--- src/cpu_types_pkg.sv ---
// word and register types, opcode, funct and alu-op enums, datapath select enums
`default_nettype none

package cpu_types_pkg;

  typedef logic [31:0] word_t;
  typedef logic [4:0]  regbits_t;

  // primary opcode in instr[31:26]
  typedef enum logic [5:0] {
    RTYPE = 6'b000000,
    J     = 6'b000010,
    BEQ   = 6'b000100,
    BNE   = 6'b000101,
    ADDIU = 6'b001001,
    ORI   = 6'b001101,
    LUI   = 6'b001111,
    LW    = 6'b100011,
    SW    = 6'b101011,
    HALT  = 6'b111111
  } opcode_t;

  // funct codes of the rtype subset
  typedef enum logic [5:0] {
    ADDU = 6'b100001,
    SUBU = 6'b100011,
    AND  = 6'b100100,
    OR   = 6'b100101,
    SLT  = 6'b101010
  } funct_t;

  typedef enum logic [2:0] {
    ALU_ADD,
    ALU_SUB,
    ALU_AND,
    ALU_OR,
    ALU_SLT,
    ALU_LUI
  } aluop_t;

  typedef enum logic {SEL_REG_DATA, SEL_IMM16} alu_src_t;
  typedef enum logic {SEL_RD, SEL_RT} reg_dest_t;
  typedef enum logic {SEL_RESULT, SEL_DLOAD} mem_to_reg_t;

  typedef enum logic [1:0] {EXT_ZERO, EXT_SIGN, EXT_UPPER} extend_t;

  // next pc choice, branch beats jump
  typedef enum logic [1:0] {
    SEL_LOAD_NXT_INSTR,
    SEL_LOAD_JMP_ADDR,
    SEL_LOAD_BR_ADDR
  } pc_src_t;

  typedef enum logic [1:0] {FWD_NONE, FWD_MEM, FWD_WB} fwd_sel_t;

endpackage

`default_nettype wire

--- src/datapath_cache_if.sv ---
// datapath to memory request/hit interface with dp and cache modports
`default_nettype none

interface datapath_cache_if;
  import cpu_types_pkg::*;

  // instruction side
  logic  imemREN;
  word_t imemaddr;
  logic  ihit;
  word_t imemload;

  // data side, request held until dhit
  logic  dmemREN;
  logic  dmemWEN;
  word_t dmemaddr;
  word_t dmemstore;
  logic  dhit;
  word_t dmemload;

  logic  halt;

  modport dp (
    input  ihit, imemload, dhit, dmemload,
    output imemREN, imemaddr, dmemREN, dmemWEN, dmemaddr, dmemstore, halt
  );

  modport cache (
    input  imemREN, imemaddr, dmemREN, dmemWEN, dmemaddr, dmemstore, halt,
    output ihit, imemload, dhit, dmemload
  );

endinterface

`default_nettype wire

--- src/register_file.sv ---
// 32x32 register file, zero register and write-before-read bypass
`default_nettype none

module register_file (
  input  logic                    CLK,
  input  logic                    rst_n,
  input  logic                    wen,
  input  cpu_types_pkg::regbits_t wsel,
  input  cpu_types_pkg::word_t    wdat,
  input  cpu_types_pkg::regbits_t rsel1,
  input  cpu_types_pkg::regbits_t rsel2,
  output cpu_types_pkg::word_t    rdat1,
  output cpu_types_pkg::word_t    rdat2
);
  import cpu_types_pkg::*;

  // register 0 has no storage
  word_t regs [31:1];

  always_ff @(posedge CLK) begin
    if (!rst_n) begin
      for (int i = 1; i < 32; i++) begin
        regs[i] <= '0;
      end
    end else if (wen && wsel != '0) begin
      regs[wsel] <= wdat;
    end
  end

  // same-cycle write shows up on the read ports
  always_comb begin
    if (rsel1 == '0)
      rdat1 = '0;
    else if (wen && wsel == rsel1)
      rdat1 = wdat;
    else
      rdat1 = regs[rsel1];

    if (rsel2 == '0)
      rdat2 = '0;
    else if (wen && wsel == rsel2)
      rdat2 = wdat;
    else
      rdat2 = regs[rsel2];
  end

endmodule

`default_nettype wire

--- src/alu.sv ---
// alu with add, sub, and, or, signed slt, upper pass and zero flag
`default_nettype none

module alu (
  input  cpu_types_pkg::word_t  port_a,
  input  cpu_types_pkg::word_t  port_b,
  input  cpu_types_pkg::aluop_t alu_op,
  output cpu_types_pkg::word_t  result,
  output logic                  zero
);
  import cpu_types_pkg::*;

  always_comb begin
    case (alu_op)
      ALU_ADD: result = port_a + port_b;
      ALU_SUB: result = port_a - port_b;
      ALU_AND: result = port_a & port_b;
      ALU_OR:  result = port_a | port_b;
      ALU_SLT: begin
        result = ($signed(port_a) < $signed(port_b)) ? 32'd1 : 32'd0;
      end
      // immediate already shifted up by the extender
      ALU_LUI: result = port_b;
      default: result = '0;
    endcase
  end

  // drives beq/bne in ex
  assign zero = (result == '0);

endmodule

`default_nettype wire

--- src/control_unit.sv ---
// instruction decoder for alu op, source selects, enables and halt
`default_nettype none

module control_unit (
  input  cpu_types_pkg::word_t       instr,
  output cpu_types_pkg::aluop_t      alu_op,
  output cpu_types_pkg::alu_src_t    alu_src,
  output cpu_types_pkg::reg_dest_t   reg_dest,
  output cpu_types_pkg::mem_to_reg_t mem_to_reg,
  output cpu_types_pkg::extend_t     extend,
  output logic                       wen,
  output logic                       dren,
  output logic                       dwen,
  output logic                       branch,
  output logic                       branch_ne,
  output logic                       jump,
  output logic                       halt
);
  import cpu_types_pkg::*;

  opcode_t op;
  funct_t  fn;

  assign op = opcode_t'(instr[31:26]);
  assign fn = funct_t'(instr[5:0]);

  always_comb begin
    // no-op unless a known code overrides
    alu_op     = ALU_ADD;
    alu_src    = SEL_REG_DATA;
    reg_dest   = SEL_RD;
    mem_to_reg = SEL_RESULT;
    extend     = EXT_SIGN;
    wen        = 1'b0;
    dren       = 1'b0;
    dwen       = 1'b0;
    branch     = 1'b0;
    branch_ne  = 1'b0;
    jump       = 1'b0;
    halt       = 1'b0;

    case (op)
      RTYPE: begin
        wen = 1'b1;
        case (fn)
          ADDU:    alu_op = ALU_ADD;
          SUBU:    alu_op = ALU_SUB;
          AND:     alu_op = ALU_AND;
          OR:      alu_op = ALU_OR;
          SLT:     alu_op = ALU_SLT;
          default: wen = 1'b0;
        endcase
      end
      ADDIU: begin
        alu_src  = SEL_IMM16;
        reg_dest = SEL_RT;
        wen      = 1'b1;
      end
      ORI: begin
        alu_op   = ALU_OR;
        alu_src  = SEL_IMM16;
        reg_dest = SEL_RT;
        extend   = EXT_ZERO;
        wen      = 1'b1;
      end
      LUI: begin
        alu_op   = ALU_LUI;
        alu_src  = SEL_IMM16;
        reg_dest = SEL_RT;
        extend   = EXT_UPPER;
        wen      = 1'b1;
      end
      LW: begin
        alu_src    = SEL_IMM16;
        reg_dest   = SEL_RT;
        mem_to_reg = SEL_DLOAD;
        dren       = 1'b1;
        wen        = 1'b1;
      end
      SW: begin
        alu_src = SEL_IMM16;
        dwen    = 1'b1;
      end
      BEQ: begin
        alu_op = ALU_SUB;
        branch = 1'b1;
      end
      BNE: begin
        alu_op    = ALU_SUB;
        branch    = 1'b1;
        branch_ne = 1'b1;
      end
      J:       jump = 1'b1;
      HALT:    halt = 1'b1;
      default: ;
    endcase
  end

endmodule

`default_nettype wire

--- src/forward_unit.sv ---
// alu operand forwarding from ex/mem and mem/wb destinations
`default_nettype none

module forward_unit (
  input  cpu_types_pkg::regbits_t rs,
  input  cpu_types_pkg::regbits_t rt,
  input  logic                    wen_mem,
  input  logic                    wen_wb,
  input  cpu_types_pkg::regbits_t dest_mem,
  input  cpu_types_pkg::regbits_t dest_wb,
  output cpu_types_pkg::fwd_sel_t porta_sel,
  output cpu_types_pkg::fwd_sel_t portb_sel
);
  import cpu_types_pkg::*;

  // younger producer in ex/mem wins, $0 never forwards
  function automatic fwd_sel_t pick(input regbits_t src);
    fwd_sel_t sel;
    sel = FWD_NONE;
    if (src != '0) begin
      if (wen_mem && dest_mem == src)
        sel = FWD_MEM;
      else if (wen_wb && dest_wb == src)
        sel = FWD_WB;
    end
    return sel;
  endfunction

  assign porta_sel = pick(rs);
  assign portb_sel = pick(rt);

endmodule

`default_nettype wire

--- src/hazard_unit.sv ---
// stage enables, flushes and next-pc select for memory, load-use and control hazards
`default_nettype none

module hazard_unit (
  input  logic                    ihit,
  input  logic                    dhit,
  input  logic                    dmem_busy,
  input  logic                    load_ex,
  input  cpu_types_pkg::regbits_t dest_ex,
  input  cpu_types_pkg::regbits_t rs_id,
  input  cpu_types_pkg::regbits_t rt_id,
  input  logic                    branch_taken,
  input  logic                    jump_id,
  output logic                    enable_pc,
  output logic                    enable_if_id,
  output logic                    enable_id_ex,
  output logic                    enable_ex_mem,
  output logic                    enable_mem_wb,
  output logic                    flush_if_id,
  output logic                    flush_id_ex,
  output logic                    flush_ex_mem,
  output cpu_types_pkg::pc_src_t  pc_src
);
  import cpu_types_pkg::*;

  logic mem_stall;
  logic br_wait;
  logic load_use;
  logic back_en;

  assign mem_stall = dmem_busy & ~dhit;
  // redirect waits for the open fetch to finish
  assign br_wait   = branch_taken & ~ihit;
  assign load_use  = load_ex && dest_ex != '0 && (dest_ex == rs_id || dest_ex == rt_id);
  assign back_en   = ~mem_stall & ~br_wait;

  assign enable_id_ex  = back_en;
  assign enable_ex_mem = back_en;
  assign enable_mem_wb = back_en;

  // front end moves only on a completed fetch
  assign enable_pc    = ihit & back_en & (~load_use | branch_taken);
  assign enable_if_id = enable_pc;

  assign flush_if_id  = branch_taken | jump_id;
  assign flush_id_ex  = branch_taken | load_use | ~ihit;
  assign flush_ex_mem = branch_taken;

  always_comb begin
    if (branch_taken)
      pc_src = SEL_LOAD_BR_ADDR;
    else if (jump_id)
      pc_src = SEL_LOAD_JMP_ADDR;
    else
      pc_src = SEL_LOAD_NXT_INSTR;
  end

endmodule

`default_nettype wire

--- src/datapath.sv ---
// pipelined datapath with pc, stage registers, muxes, extender, adders and hazard glue
`default_nettype none

module datapath #(
  parameter cpu_types_pkg::word_t PC_INIT = '0
) (
  input logic          CLK,
  input logic          rst_n,
  datapath_cache_if.dp dpif
);
  import cpu_types_pkg::*;

  typedef struct packed {
    word_t instr;
    word_t npc;
  } if_id_t;

  typedef struct packed {
    aluop_t      alu_op;
    alu_src_t    alu_src;
    mem_to_reg_t mem_to_reg;
    logic        wen;
    logic        dren;
    logic        dwen;
    logic        branch;
    logic        branch_ne;
    logic        halt;
    regbits_t    rs;
    regbits_t    rt;
    regbits_t    dest;
    word_t       rdat1;
    word_t       rdat2;
    word_t       imm_ext;
    word_t       npc;
  } id_ex_t;

  typedef struct packed {
    mem_to_reg_t mem_to_reg;
    logic        wen;
    logic        dren;
    logic        dwen;
    logic        halt;
    logic        br_taken;
    regbits_t    dest;
    word_t       result;
    word_t       store;
    word_t       br_addr;
  } ex_mem_t;

  typedef struct packed {
    mem_to_reg_t mem_to_reg;
    logic        wen;
    logic        halt;
    regbits_t    dest;
    word_t       result;
    word_t       dload;
  } mem_wb_t;

  word_t   pc, npc, next_pc, jmp_addr;
  if_id_t  if_id_q;
  id_ex_t  id_ex_q, id_ex_d;
  ex_mem_t ex_mem_q, ex_mem_d;
  mem_wb_t mem_wb_q, mem_wb_d;

  aluop_t      cu_alu_op;
  alu_src_t    cu_alu_src;
  reg_dest_t   cu_reg_dest;
  mem_to_reg_t cu_mem_to_reg;
  extend_t     cu_extend;
  logic        cu_wen, cu_dren, cu_dwen;
  logic        cu_branch, cu_branch_ne, cu_jump, cu_halt;

  word_t    rdat1, rdat2, imm_ext, wdat;
  regbits_t dest_id;
  fwd_sel_t porta_sel, portb_sel;
  word_t    port_a, rt_fwd, port_b, alu_result;
  logic     alu_zero;

  logic    en_pc, en_if_id, en_id_ex, en_ex_mem, en_mem_wb;
  logic    flush_if_id, flush_id_ex, flush_ex_mem;
  pc_src_t pc_src;
  logic    run;

  // halt in mem/wb freezes the whole pipe
  assign run = ~mem_wb_q.halt;

  // fetch
  assign npc = pc + 32'd4;

  always_comb begin
    case (pc_src)
      SEL_LOAD_JMP_ADDR: next_pc = jmp_addr;
      SEL_LOAD_BR_ADDR:  next_pc = ex_mem_q.br_addr;
      default:           next_pc = npc;
    endcase
  end

  always_ff @(posedge CLK) begin
    if (!rst_n)
      pc <= PC_INIT;
    else if (en_pc && run)
      pc <= next_pc;
  end

  always_ff @(posedge CLK) begin
    if (!rst_n)
      if_id_q <= '0;
    else if (en_if_id && run)
      if_id_q <= flush_if_id ? '0 : {dpif.imemload, npc};
  end

  // decode
  control_unit cu (
    .instr      (if_id_q.instr),
    .alu_op     (cu_alu_op),
    .alu_src    (cu_alu_src),
    .reg_dest   (cu_reg_dest),
    .mem_to_reg (cu_mem_to_reg),
    .extend     (cu_extend),
    .wen        (cu_wen),
    .dren       (cu_dren),
    .dwen       (cu_dwen),
    .branch     (cu_branch),
    .branch_ne  (cu_branch_ne),
    .jump       (cu_jump),
    .halt       (cu_halt)
  );

  register_file rf (
    .CLK   (CLK),
    .rst_n (rst_n),
    .wen   (mem_wb_q.wen),
    .wsel  (mem_wb_q.dest),
    .wdat  (wdat),
    .rsel1 (if_id_q.instr[25:21]),
    .rsel2 (if_id_q.instr[20:16]),
    .rdat1 (rdat1),
    .rdat2 (rdat2)
  );

  always_comb begin
    case (cu_extend)
      EXT_ZERO:  imm_ext = {16'h0000, if_id_q.instr[15:0]};
      EXT_UPPER: imm_ext = {if_id_q.instr[15:0], 16'h0000};
      default:   imm_ext = {{16{if_id_q.instr[15]}}, if_id_q.instr[15:0]};
    endcase
  end

  assign dest_id  = (cu_reg_dest == SEL_RT) ? if_id_q.instr[20:16] : if_id_q.instr[15:11];
  assign jmp_addr = {if_id_q.npc[31:28], if_id_q.instr[25:0], 2'b00};

  always_comb begin
    id_ex_d.alu_op     = cu_alu_op;
    id_ex_d.alu_src    = cu_alu_src;
    id_ex_d.mem_to_reg = cu_mem_to_reg;
    id_ex_d.wen        = cu_wen;
    id_ex_d.dren       = cu_dren;
    id_ex_d.dwen       = cu_dwen;
    id_ex_d.branch     = cu_branch;
    id_ex_d.branch_ne  = cu_branch_ne;
    id_ex_d.halt       = cu_halt;
    id_ex_d.rs         = if_id_q.instr[25:21];
    id_ex_d.rt         = if_id_q.instr[20:16];
    id_ex_d.dest       = dest_id;
    id_ex_d.rdat1      = rdat1;
    id_ex_d.rdat2      = rdat2;
    id_ex_d.imm_ext    = imm_ext;
    id_ex_d.npc        = if_id_q.npc;
  end

  always_ff @(posedge CLK) begin
    if (!rst_n)
      id_ex_q <= '0;
    else if (en_id_ex && run)
      id_ex_q <= flush_id_ex ? '0 : id_ex_d;
  end

  // execute
  forward_unit fu (
    .rs        (id_ex_q.rs),
    .rt        (id_ex_q.rt),
    .wen_mem   (ex_mem_q.wen),
    .wen_wb    (mem_wb_q.wen),
    .dest_mem  (ex_mem_q.dest),
    .dest_wb   (mem_wb_q.dest),
    .porta_sel (porta_sel),
    .portb_sel (portb_sel)
  );

  always_comb begin
    case (porta_sel)
      FWD_MEM: port_a = ex_mem_q.result;
      FWD_WB:  port_a = wdat;
      default: port_a = id_ex_q.rdat1;
    endcase
  end

  // forwarded rt also feeds the store data
  always_comb begin
    case (portb_sel)
      FWD_MEM: rt_fwd = ex_mem_q.result;
      FWD_WB:  rt_fwd = wdat;
      default: rt_fwd = id_ex_q.rdat2;
    endcase
  end

  assign port_b = (id_ex_q.alu_src == SEL_IMM16) ? id_ex_q.imm_ext : rt_fwd;

  alu alu_i (
    .port_a (port_a),
    .port_b (port_b),
    .alu_op (id_ex_q.alu_op),
    .result (alu_result),
    .zero   (alu_zero)
  );

  always_comb begin
    ex_mem_d.mem_to_reg = id_ex_q.mem_to_reg;
    ex_mem_d.wen        = id_ex_q.wen;
    ex_mem_d.dren       = id_ex_q.dren;
    ex_mem_d.dwen       = id_ex_q.dwen;
    ex_mem_d.halt       = id_ex_q.halt;
    // bne inverts the zero test
    ex_mem_d.br_taken   = id_ex_q.branch & (alu_zero ^ id_ex_q.branch_ne);
    ex_mem_d.dest       = id_ex_q.dest;
    ex_mem_d.result     = alu_result;
    ex_mem_d.store      = rt_fwd;
    ex_mem_d.br_addr    = id_ex_q.npc + {id_ex_q.imm_ext[29:0], 2'b00};
  end

  always_ff @(posedge CLK) begin
    if (!rst_n)
      ex_mem_q <= '0;
    else if (en_ex_mem && run)
      ex_mem_q <= flush_ex_mem ? '0 : ex_mem_d;
  end

  // memory
  assign dpif.imemREN   = run;
  assign dpif.imemaddr  = pc;
  assign dpif.dmemREN   = ex_mem_q.dren & run;
  assign dpif.dmemWEN   = ex_mem_q.dwen & run;
  assign dpif.dmemaddr  = ex_mem_q.result;
  assign dpif.dmemstore = ex_mem_q.store;
  assign dpif.halt      = mem_wb_q.halt;

  always_comb begin
    mem_wb_d.mem_to_reg = ex_mem_q.mem_to_reg;
    mem_wb_d.wen        = ex_mem_q.wen;
    mem_wb_d.halt       = ex_mem_q.halt;
    mem_wb_d.dest       = ex_mem_q.dest;
    mem_wb_d.result     = ex_mem_q.result;
    mem_wb_d.dload      = dpif.dmemload;
  end

  always_ff @(posedge CLK) begin
    if (!rst_n)
      mem_wb_q <= '0;
    else if (en_mem_wb && run)
      mem_wb_q <= mem_wb_d;
  end

  // write back
  assign wdat = (mem_wb_q.mem_to_reg == SEL_DLOAD) ? mem_wb_q.dload : mem_wb_q.result;

  hazard_unit hu (
    .ihit          (dpif.ihit),
    .dhit          (dpif.dhit),
    .dmem_busy     (ex_mem_q.dren | ex_mem_q.dwen),
    .load_ex       (id_ex_q.dren),
    .dest_ex       (id_ex_q.dest),
    .rs_id         (if_id_q.instr[25:21]),
    .rt_id         (if_id_q.instr[20:16]),
    .branch_taken  (ex_mem_q.br_taken),
    .jump_id       (cu_jump),
    .enable_pc     (en_pc),
    .enable_if_id  (en_if_id),
    .enable_id_ex  (en_id_ex),
    .enable_ex_mem (en_ex_mem),
    .enable_mem_wb (en_mem_wb),
    .flush_if_id   (flush_if_id),
    .flush_id_ex   (flush_id_ex),
    .flush_ex_mem  (flush_ex_mem),
    .pc_src        (pc_src)
  );

endmodule

`default_nettype wire

--- src/pipeline_cpu.sv ---
// processor top level, datapath with plain instruction and data memory ports
`default_nettype none

module pipeline_cpu #(
  parameter cpu_types_pkg::word_t PC_INIT = '0
) (
  input  logic                 CLK,
  input  logic                 rst_n,
  output logic                 imemREN,
  output cpu_types_pkg::word_t imemaddr,
  input  logic                 ihit,
  input  cpu_types_pkg::word_t imemload,
  output logic                 dmemREN,
  output logic                 dmemWEN,
  output cpu_types_pkg::word_t dmemaddr,
  output cpu_types_pkg::word_t dmemstore,
  input  logic                 dhit,
  input  cpu_types_pkg::word_t dmemload,
  output logic                 halt
);

  datapath_cache_if dpif ();

  datapath #(
    .PC_INIT (PC_INIT)
  ) dp (
    .CLK   (CLK),
    .rst_n (rst_n),
    .dpif  (dpif.dp)
  );

  // memory side of the interface
  assign dpif.ihit     = ihit;
  assign dpif.imemload = imemload;
  assign dpif.dhit     = dhit;
  assign dpif.dmemload = dmemload;

  assign imemREN   = dpif.imemREN;
  assign imemaddr  = dpif.imemaddr;
  assign dmemREN   = dpif.dmemREN;
  assign dmemWEN   = dpif.dmemWEN;
  assign dmemaddr  = dpif.dmemaddr;
  assign dmemstore = dpif.dmemstore;
  assign halt      = dpif.halt;

endmodule

`default_nettype wire

--- config.mk ---
export PLATFORM = sky130hd
export DESIGN_NAME = pipeline_cpu
export DESIGN_NICKNAME = d
export VERILOG_FILES = /design/src/cpu_types_pkg.sv /design/src/datapath_cache_if.sv /design/src/register_file.sv /design/src/alu.sv /design/src/control_unit.sv /design/src/forward_unit.sv /design/src/hazard_unit.sv /design/src/datapath.sv /design/src/pipeline_cpu.sv
export SDC_FILE = /design/constraint.sdc
export NUM_CORES = 2
export LEC_CHECK = 0
export ABC_AREA = 0
export BUFFER_PORTS_ARGS = -buffer_cell sky130_fd_sc_hd__buf_2
export CORE_MARGIN = 2
export CORE_UTILIZATION = 50
export CTS_BUF_LIST = sky130_fd_sc_hd__clkbuf_4
export DETAILED_ROUTE_END_ITERATION = 7
export GPL_ROUTABILITY_DRIVEN = 0
export HOLD_SLACK_MARGIN = 0.12
export PLACE_DENSITY = 0.75
export SLEW_MARGIN = 15
export SYNTH_ARGS = -nofsm -noshare
export SYNTH_HDL_FRONTEND = slang
export SYNTH_SLANG_ARGS = --single-unit
--- constraint.sdc ---
create_clock -name CLK -period 13.6 [get_ports CLK]
set_input_delay 1.36 -clock CLK [delete_from_list [all_inputs] [get_ports CLK]]
set_output_delay 1.36 -clock CLK [all_outputs]
set_load 0.05 [all_outputs]
# ---- Word level (Yosys, flattened, before mapping)
# Memory sizes are Yosys's and may differ from the RTL's. A register that Yosys moved wholly into a read port is not among the register bits.
# Cells that the tools add are included.
dict set report op_classes {
  add_sub_neg 4
  order_cmp 1
  eq_ne 34
  n_mux 48
  n_bitwise 22
  reduce_logical 27
}
# cell count
set op_table {}
lappend op_table {{$pmux 32 s2} 4}
lappend op_table {{$mux 32} 7}
lappend op_table {{$pmux 32 s6} 1}
lappend op_table {{$mux 154} 1}
lappend op_table {{$mux 107} 1}
lappend op_table {{$add 32x32->32} 2}
lappend op_table {{$mux 64} 1}
lappend op_table {{$eq 6x6->1 const B} 8}
lappend op_table {{$eq 5x5->1} 8}
lappend op_table {{$add 32x3->32 const B} 1}
lappend op_table {{$and 32x32->32} 1}
lappend op_table {{$logic_not 32->1} 1}
lappend op_table {{$lt 32x32->1} 1}
lappend op_table {{$or 32x32->32} 1}
lappend op_table {{$reduce_or 32->1} 1}
lappend op_table {{$sub 32x32->32} 1}
lappend op_table {{$mux 5} 6}
lappend op_table {{$pmux 3 s4} 2}
lappend op_table {{$reduce_bool 5->1} 4}
lappend op_table {{$eq 6x4->1 const B} 3}
lappend op_table {{$mux 1} 16}
lappend op_table {{$mux 2} 7}
lappend op_table {{$eq 6x3->1 const B} 2}
lappend op_table {{$logic_and 1x1->1} 11}
lappend op_table {{20 further kinds} 45}
dict set report word_totals {
  ff_bits 429
  ramBits 992
  input_bits 68
  wordCells 172
  mem_count 1
}
# name words word_bits rd rd_ports_with_merged_regs wr line
set mem_list {}
lappend mem_list {dp.rf.regs 31 32 2 2 31 register_file.sv:18} ;# word_t regs [31:1];

# ---- Logic depth before layout (Yosys ltp)
dict set report depth {
  word_depth 15
  mapped_depth 29
  depth_no_buf 26
}

# ---- Modules after synthesis
# A second synthesis with hierarchy kept.
dict set report hier_totals {
  cells_unflattened 7371
  hier_area_um2 81773.4
}
# mod instances cells_per_inst area_per_inst_um2 seq_area_each_um2
set by_module_without_submodules {}
lappend by_module_without_submodules {register_file 1 3742 54681.2 30749.5}
lappend by_module_without_submodules {datapath 1 2656 20721.1 8588.2}
lappend by_module_without_submodules {alu 1 866 5630.4 0.0}
lappend by_module_without_submodules {forward_unit 1 36 270.3 0.0}
lappend by_module_without_submodules {control_unit 1 40 254.0 0.0}
lappend by_module_without_submodules {hazard_unit 1 31 216.5 0.0}

# ---- Least setup slack after synthesis
# OpenSTA, ideal clock, no wires.
dict set report synth_path {
  path_kind {reg2reg}
  from {register dp.mem_wb_q[67] (netlist bit)}
  to {register dp.ex_mem_q[101] (netlist bit)}
  t_arrival_ns 5.606
  required_ns 13.483
  slack_ns 7.877
  path_stages_with_launch 28
  path_buffers 3
  cell_sequence {dfxtp_1 -> clkbuf_1 -> xor2_1 -> nor3_1 -> nand3_1 -> or3_1 -> ha_1 -> buf_2 -> clkbuf_1 -> a221o_1 -> o21ai_1 -> o21a_1 -> inv_1 -> ha_1 -> fa_1 -> a211oi_2 -> nor3_2 -> nor3b_4 -> o31ai_2 -> a2111oi_4 -> xnor2_1 -> a221o_1 -> a2111oi_2 -> nand4_1 -> nor4_1 -> nand2_1 -> mux2i_1 -> nand2_1}
}
dict set report synth_via {
  elab_chain_cells 15
}
# item line
set synth_lines {}
lappend synth_lines {{start, declared} datapath.sv:63} ;# mem_wb_t mem_wb_q, mem_wb_d;
lappend synth_lines {{start signal, assigned} datapath.sv:260} ;# mem_wb_q <= mem_wb_d;
lappend synth_lines {{$eq 5x5->1} forward_unit.sv:23} ;# else if (wen_wb && dest_wb == src)
lappend synth_lines {{$logic_and 1x1->1} forward_unit.sv:23}
lappend synth_lines {{$mux 2} forward_unit.sv:23}
lappend synth_lines {{$mux 2} forward_unit.sv:21} ;# if (wen_mem && dest_mem == src)
lappend synth_lines {{$mux 2} forward_unit.sv:20} ;# if (src != '0) begin
lappend synth_lines {{$eq 2x2->1 / $eq 2x1->1 (equally long branches)} datapath.sv:200} ;# case (portb_sel)
lappend synth_lines {{$pmux 32 s2} datapath.sv:200}
lappend synth_lines {{$mux 32} datapath.sv:207} ;# assign port_b = (id_ex_q.alu_src == SEL_IMM16) ? id_ex_q.imm_ext : rt_fwd;
lappend synth_lines {{$lt 32x32->1} alu.sv:20} ;# result = ($signed(port_a) < $signed(port_b)) ? 32'd1 : 32'd0;
lappend synth_lines {{$mux 1} alu.sv:20}
lappend synth_lines {{$pmux 32 s6 (*)} alu.sv:14} ;# case (alu_op)
lappend synth_lines {{$logic_not 32->1 (*)} alu.sv:29} ;# assign zero = (result == '0);
lappend synth_lines {{$xor 1x1->1 (*)} datapath.sv:224} ;# ex_mem_d.br_taken = id_ex_q.branch & (alu_zero ^ id_ex_q.branch_ne);
lappend synth_lines {{$and 1x1->1 (*)} datapath.sv:224}
lappend synth_lines {{$mux 107 (*)} datapath.sv:235} ;# ex_mem_q <= flush_ex_mem ? '0 : ex_mem_d;
lappend synth_lines {{end signal, assigned} datapath.sv:235}
lappend synth_lines {{end, declared} datapath.sv:62} ;# ex_mem_t ex_mem_q, ex_mem_d;
# Every way passes the cells marked *; elsewhere a longest branch is shown, timed or not.
# A chain may end at the register's enable or synchronous reset.

# ---- Final worst setup path
dict set report layout_path {
  from {register dp.mem_wb_q[71] (netlist bit)}
  to {register dp.ex_mem_q[101] (netlist bit)}
}
dict set report layout_via {
  elab_chain_cells 10
}
# item line
set layout_lines {}
lappend layout_lines {{$mux 32 (*)} datapath.sv:264} ;# assign wdat = (mem_wb_q.mem_to_reg == SEL_DLOAD) ? mem_wb_q.dload : mem_wb_q.result;
lappend layout_lines {{named net dp.rf.wdat[8]} register_file.sv:9} ;# input cpu_types_pkg::word_t wdat,
lappend layout_lines {{$pmux 32 s2} datapath.sv:200}
lappend layout_lines {{$mux 32} datapath.sv:207}
lappend layout_lines {{$lt 32x32->1} alu.sv:20}
lappend layout_lines {{$mux 1} alu.sv:20}
lappend layout_lines {{$pmux 32 s6 (*)} alu.sv:14}
lappend layout_lines {{$logic_not 32->1 (*)} alu.sv:29}
lappend layout_lines {{$xor 1x1->1 (*)} datapath.sv:224}
lappend layout_lines {{$and 1x1->1 (*)} datapath.sv:224}
lappend layout_lines {{$mux 107 (*)} datapath.sv:235}
# The timed path passes the listed nets; every way through them passes the cells marked *.

==> flow_metrics.py <==
metrics = {
    "worst_setup_path": {
        "reg2reg_depth": 19,
        "critPathCaptureType": "register",
        "r2r-end": "dp.ex_mem_q[101]",
        "worst_ep_arrival_time_ns": 8.58,
        "r2r_setup_slack_ns": 6.15,
        "r2r_start": "dp.mem_wb_q[71]",
        "startpoint_type": "register",
        "crit_fanout": 32,
        "crit_required_ns": 14.73,
        "path_class": "reg -> reg",
    },
    "die": {
        "core_um2": 155000,
        "io_pins": 168,
        "rows": 144,
        "start_util": 0.505,
        "dieArea_um2": 159000,
        "fp.dieW_um": 399,
        "die_y_um": 399,
    },
    "timing": {
        "fmax_mhz": 134,
        "worst_pin_slew_ns": 1.28,
        "fin_skew_ns": 0.155,
        "period_minus_slack_ns": 7.45,
        "fin_crit_sh": 0.548,
        "fin_setup_tns_ns": 0,
        "whs_ns": 0.221,
        "rsz0062_at_grt": "false",
        "setup_violations": 0,
        "slew_headroom": 0.146,
        "slew_violations": 0,
        "finalHoldViolations": 0,
    },
    "synth": {
        "syn-instance-count": 6739,
        "synth_mux_area_frac": 0.196,
        "synth_edf_count": 1024,
        "yosysWarnings": 0,
        "avgSynthCellArea_um2": 11.6,
        "async_flop_share": 0,
        "yosys.cell_types.count": 90,
        "synth_fa_ha_area_frac": 0.0216,
        "yosys.area_share.simple": 0.122,
        "synth-compound-area-share": 0.0970,
        "synth_top_family_by_area": "multiplexers",
        "synthFlopType": "edfxtp_1",
        "synth_area_um2": 78000,
        "synthXorXnorAreaFrac": 0.0130,
        "ys_seq_elements": 1461,
        "seq_area_frac_synth": 0.506,
    },
    "global_routing": {
        "grt_pass1_vias": 60000,
        "gr-total-overflow": 0,
        "grt_pass1_wl_mm": 383,
        "antenna_found_initial": 14,
        "grtUsageTotal": 0.326,
        "grt_max_degree": 176,
    },
    "final_layout": {
        "final_util": 0.549,
        "fin_cells": 9082,
        "nets": 6977,
        "num-fill-cells": 12500,
        "area_growth_pct": 8.79,
        "drive_gt1_frac": 0.238,
    },
    "routing": {
        "drt-vias-per-instance": 6.76,
        "routed_wirelength_mm": 264,
        "vias": 61400,
        "wire_per_inst_um": 29.0,
        "first_pass_iters": 8,
        "antenna_left": 0,
        "drtIter0Drc": 9930,
        "drc": 7,
    },
    "clocking": {
        "clock-sinks": 1461,
        "cts_root_buffer": "clkbuf_4",
        "cts_buffers": 382,
        "clkSlewWorstSetupHoldPaths_ns": 0.07,
        "cts_hold_buf": 0,
        "clockBufferDepth": 4,
        "cts_setup_buffers": 0,
        "cts_tree": "done",
        "post_cts_resized": 0,
        "clock_latency_ns": 1.34,
        "h-tree-depth": 5,
    },
    "hold_path": {
        "hold_end": "dp.if_id_q[33]",
        "holdPathStages": 3,
        "hold_path.class": "in -> reg",
        "holdCritStartpoint": "imemload[1]",
    },
    "placed_design": {
        "io_buffers": 167,
        "placed_cells": 8424,
        "dp_hpwl_mm": 165,
    },
    "power_and_ir_drop": {
        "leakagePower_uw": 0.0294,
        "power_density_nw_per_um2": 118,
        "ir_worst_vdd_uv": 63.3,
    },
    "status": {
        "status": "finished with violations",
        "violations": "design-rule violations",
    },
    "job": {
        "cap_violations": 0,
    },
}
## how the worst max path moves through the flow
stage | cells after the start | slack (ns) | start | endpoint
global route | 21 | 5.89 | dp.mem_wb_q[71] | dp.ex_mem_q[101]
floorplan | 27 | 7.88 | dp.mem_wb_q[67] | dp.ex_mem_q[101]
detailed placement | 22 | 6.61 | dp.mem_wb_q[71] | dp.ex_mem_q[101]
finish | 19 | 6.15 | dp.mem_wb_q[71] | dp.ex_mem_q[101]
global placement | 22 | 6.76 | dp.mem_wb_q[71] | dp.ex_mem_q[101]
CTS | 19 | 6.59 | dp.mem_wb_q[71] | dp.ex_mem_q[101]
## per-stage QoR
stage | total power [uW] | setup WS, ns | cell area [um^2]
finish | 10000 | 6.15 | 84900
global route | 10300 | 5.89 | 84900
CTS | 9940 | 6.59 | 84600
detailed placement | 6310 | 6.61 | 80000
global placement | 6280 | 6.76 | 80000
floorplan | 5900 | 7.88 | 78200
## synth_stat cells (72+ instances only)
cell type,number,area [um^2]
a22oi_1,252,1890
nand2_1,516,1940
o21ai_0,192,961
a21oi_1,400,2000
edfxtp_1,1024,30700
nand3_1,101,505
inv_1,126,473
nor2b_1,72,450
clkbuf_1,529,1990
mux4_2,642,14500
ha_1,130,1630
dfxtp_1,437,8750
nor2_1,1407,5280
## cell families (layout without fill, tap and decap cells)
group,count (synthesis),in the layout
and+or+nand+nor,2311,2311
DFF,1461,1461
AOI/OAI and AO/OA,1183,1183
buffers and inverters,831,1089
muxes,703,703
adders and majority gates,133,133
xor gates and xnor gates,116,116
other,1,42
## power breakdown
group | switching (uW) | internal [uW]
Clock | 1840 | 1880
Sequential | 161 | 4900
Combinational | 743 | 480
## metal layers
layer | up-vias | wire (um) | track usage
met1 | 29500 | 84000 | 0.396
li1 | 25100 | - | -
met4 | 14 | 18200 | 0.202
met5 | - | 92 | 0
met3 | 1181 | 42600 | 0.111
met2 | 5570 | 119000 | 0.501
## area by class of cell
| cell class | count | area [um^2] | share of cell area |
|---|---|---|---|
| diodes | 10 | 25.0 | 0.000295 |
| clock buffers | 557 | 4180 | 0.0492 |
| multi-input cells | 4478 | 35500 | 0.419 |
| clock inverters | 79 | 339 | 0.00399 |
| repair buffers | 309 | 2180 | 0.0257 |
| flip-flops and latches | 1461 | 39500 | 0.466 |
| inverters | 144 | 548 | 0.00645 |
| well taps | 2044 | 2560 | 0.0301 |
## cells in the final DEF, fill, tap and decap left out, types with 13 or more instances in the layout
cell type | Yosys | final
nor2_1 | 1407 | 1403
edfxtp_1 | 1024 | 1024
mux4_2 | 642 | 642
clkbuf_4 | 0 | 557
nand2_1 | 516 | 484
dfxtp_1 | 437 | 423
a21oi_1 | 400 | 399
a22oi_1 | 252 | 252
o21ai_0 | 192 | 192
buf_2 | 22 | 167
ha_1 | 130 | 129
buf_4 | 64 | 127
inv_1 | 126 | 125
nand3_1 | 101 | 101
nor2b_1 | 72 | 72
a211oi_1 | 68 | 68
clkinv_1 | 0 | 63
xor2_1 | 59 | 59
xnor2_1 | 57 | 57
nor3_1 | 51 | 51
o21a_1 | 36 | 35
and3_1 | 34 | 32
nand2_2 | 0 | 32
conb_1 | 1 | 32
mux2i_4 | 16 | 31
mux2i_1 | 35 | 28
a21o_1 | 28 | 28
o21ai_1 | 28 | 27
inv_2 | 18 | 24
o211ai_1 | 24 | 24
nand4_1 | 23 | 23
a221o_1 | 21 | 21
nor4_1 | 21 | 20
nand2b_1 | 17 | 17
o31ai_1 | 14 | 14
nor3b_1 | 14 | 14
and2_1 | 13 | 13
## registers in the layout, summed over array words and instances, names as in the netlist, named ones only
name	flops
dp.id_ex_d	42
dp.ex_mem_q	42
dp.dpif.dmemaddr	32
dp.rf.regs	1024
dp.id_ex_q	144
dp.dpif.dmemstore	32
dp.dpif.halt	1
dp.ex_mem_d	9
dp.dpif.imemaddr	32
dp.mem_wb_q	71
dp.if_id_q	22
## worst max-delay path, cell delays in order, from the launching register on
cell and delay [ns]:
dfxtp_4 0.51, buf_4 0.78, mux2i_4 1.03, inv_1 0.29
a221oi_1 0.38, o31ai_1 0.16, ha_1 0.59, nand4_1 0.22
nor3_2 0.43, nor3b_4 0.11, o31ai_2 0.39, a22oi_1 0.17
xnor2_1 0.22, o21ai_0 0.16, nor4_1 0.56, nand4_1 0.21
nor4_1 0.61, nand2_1 0.15, mux2i_1 0.18, nand2_1 0.07
(Power assumes the default switching activity.)
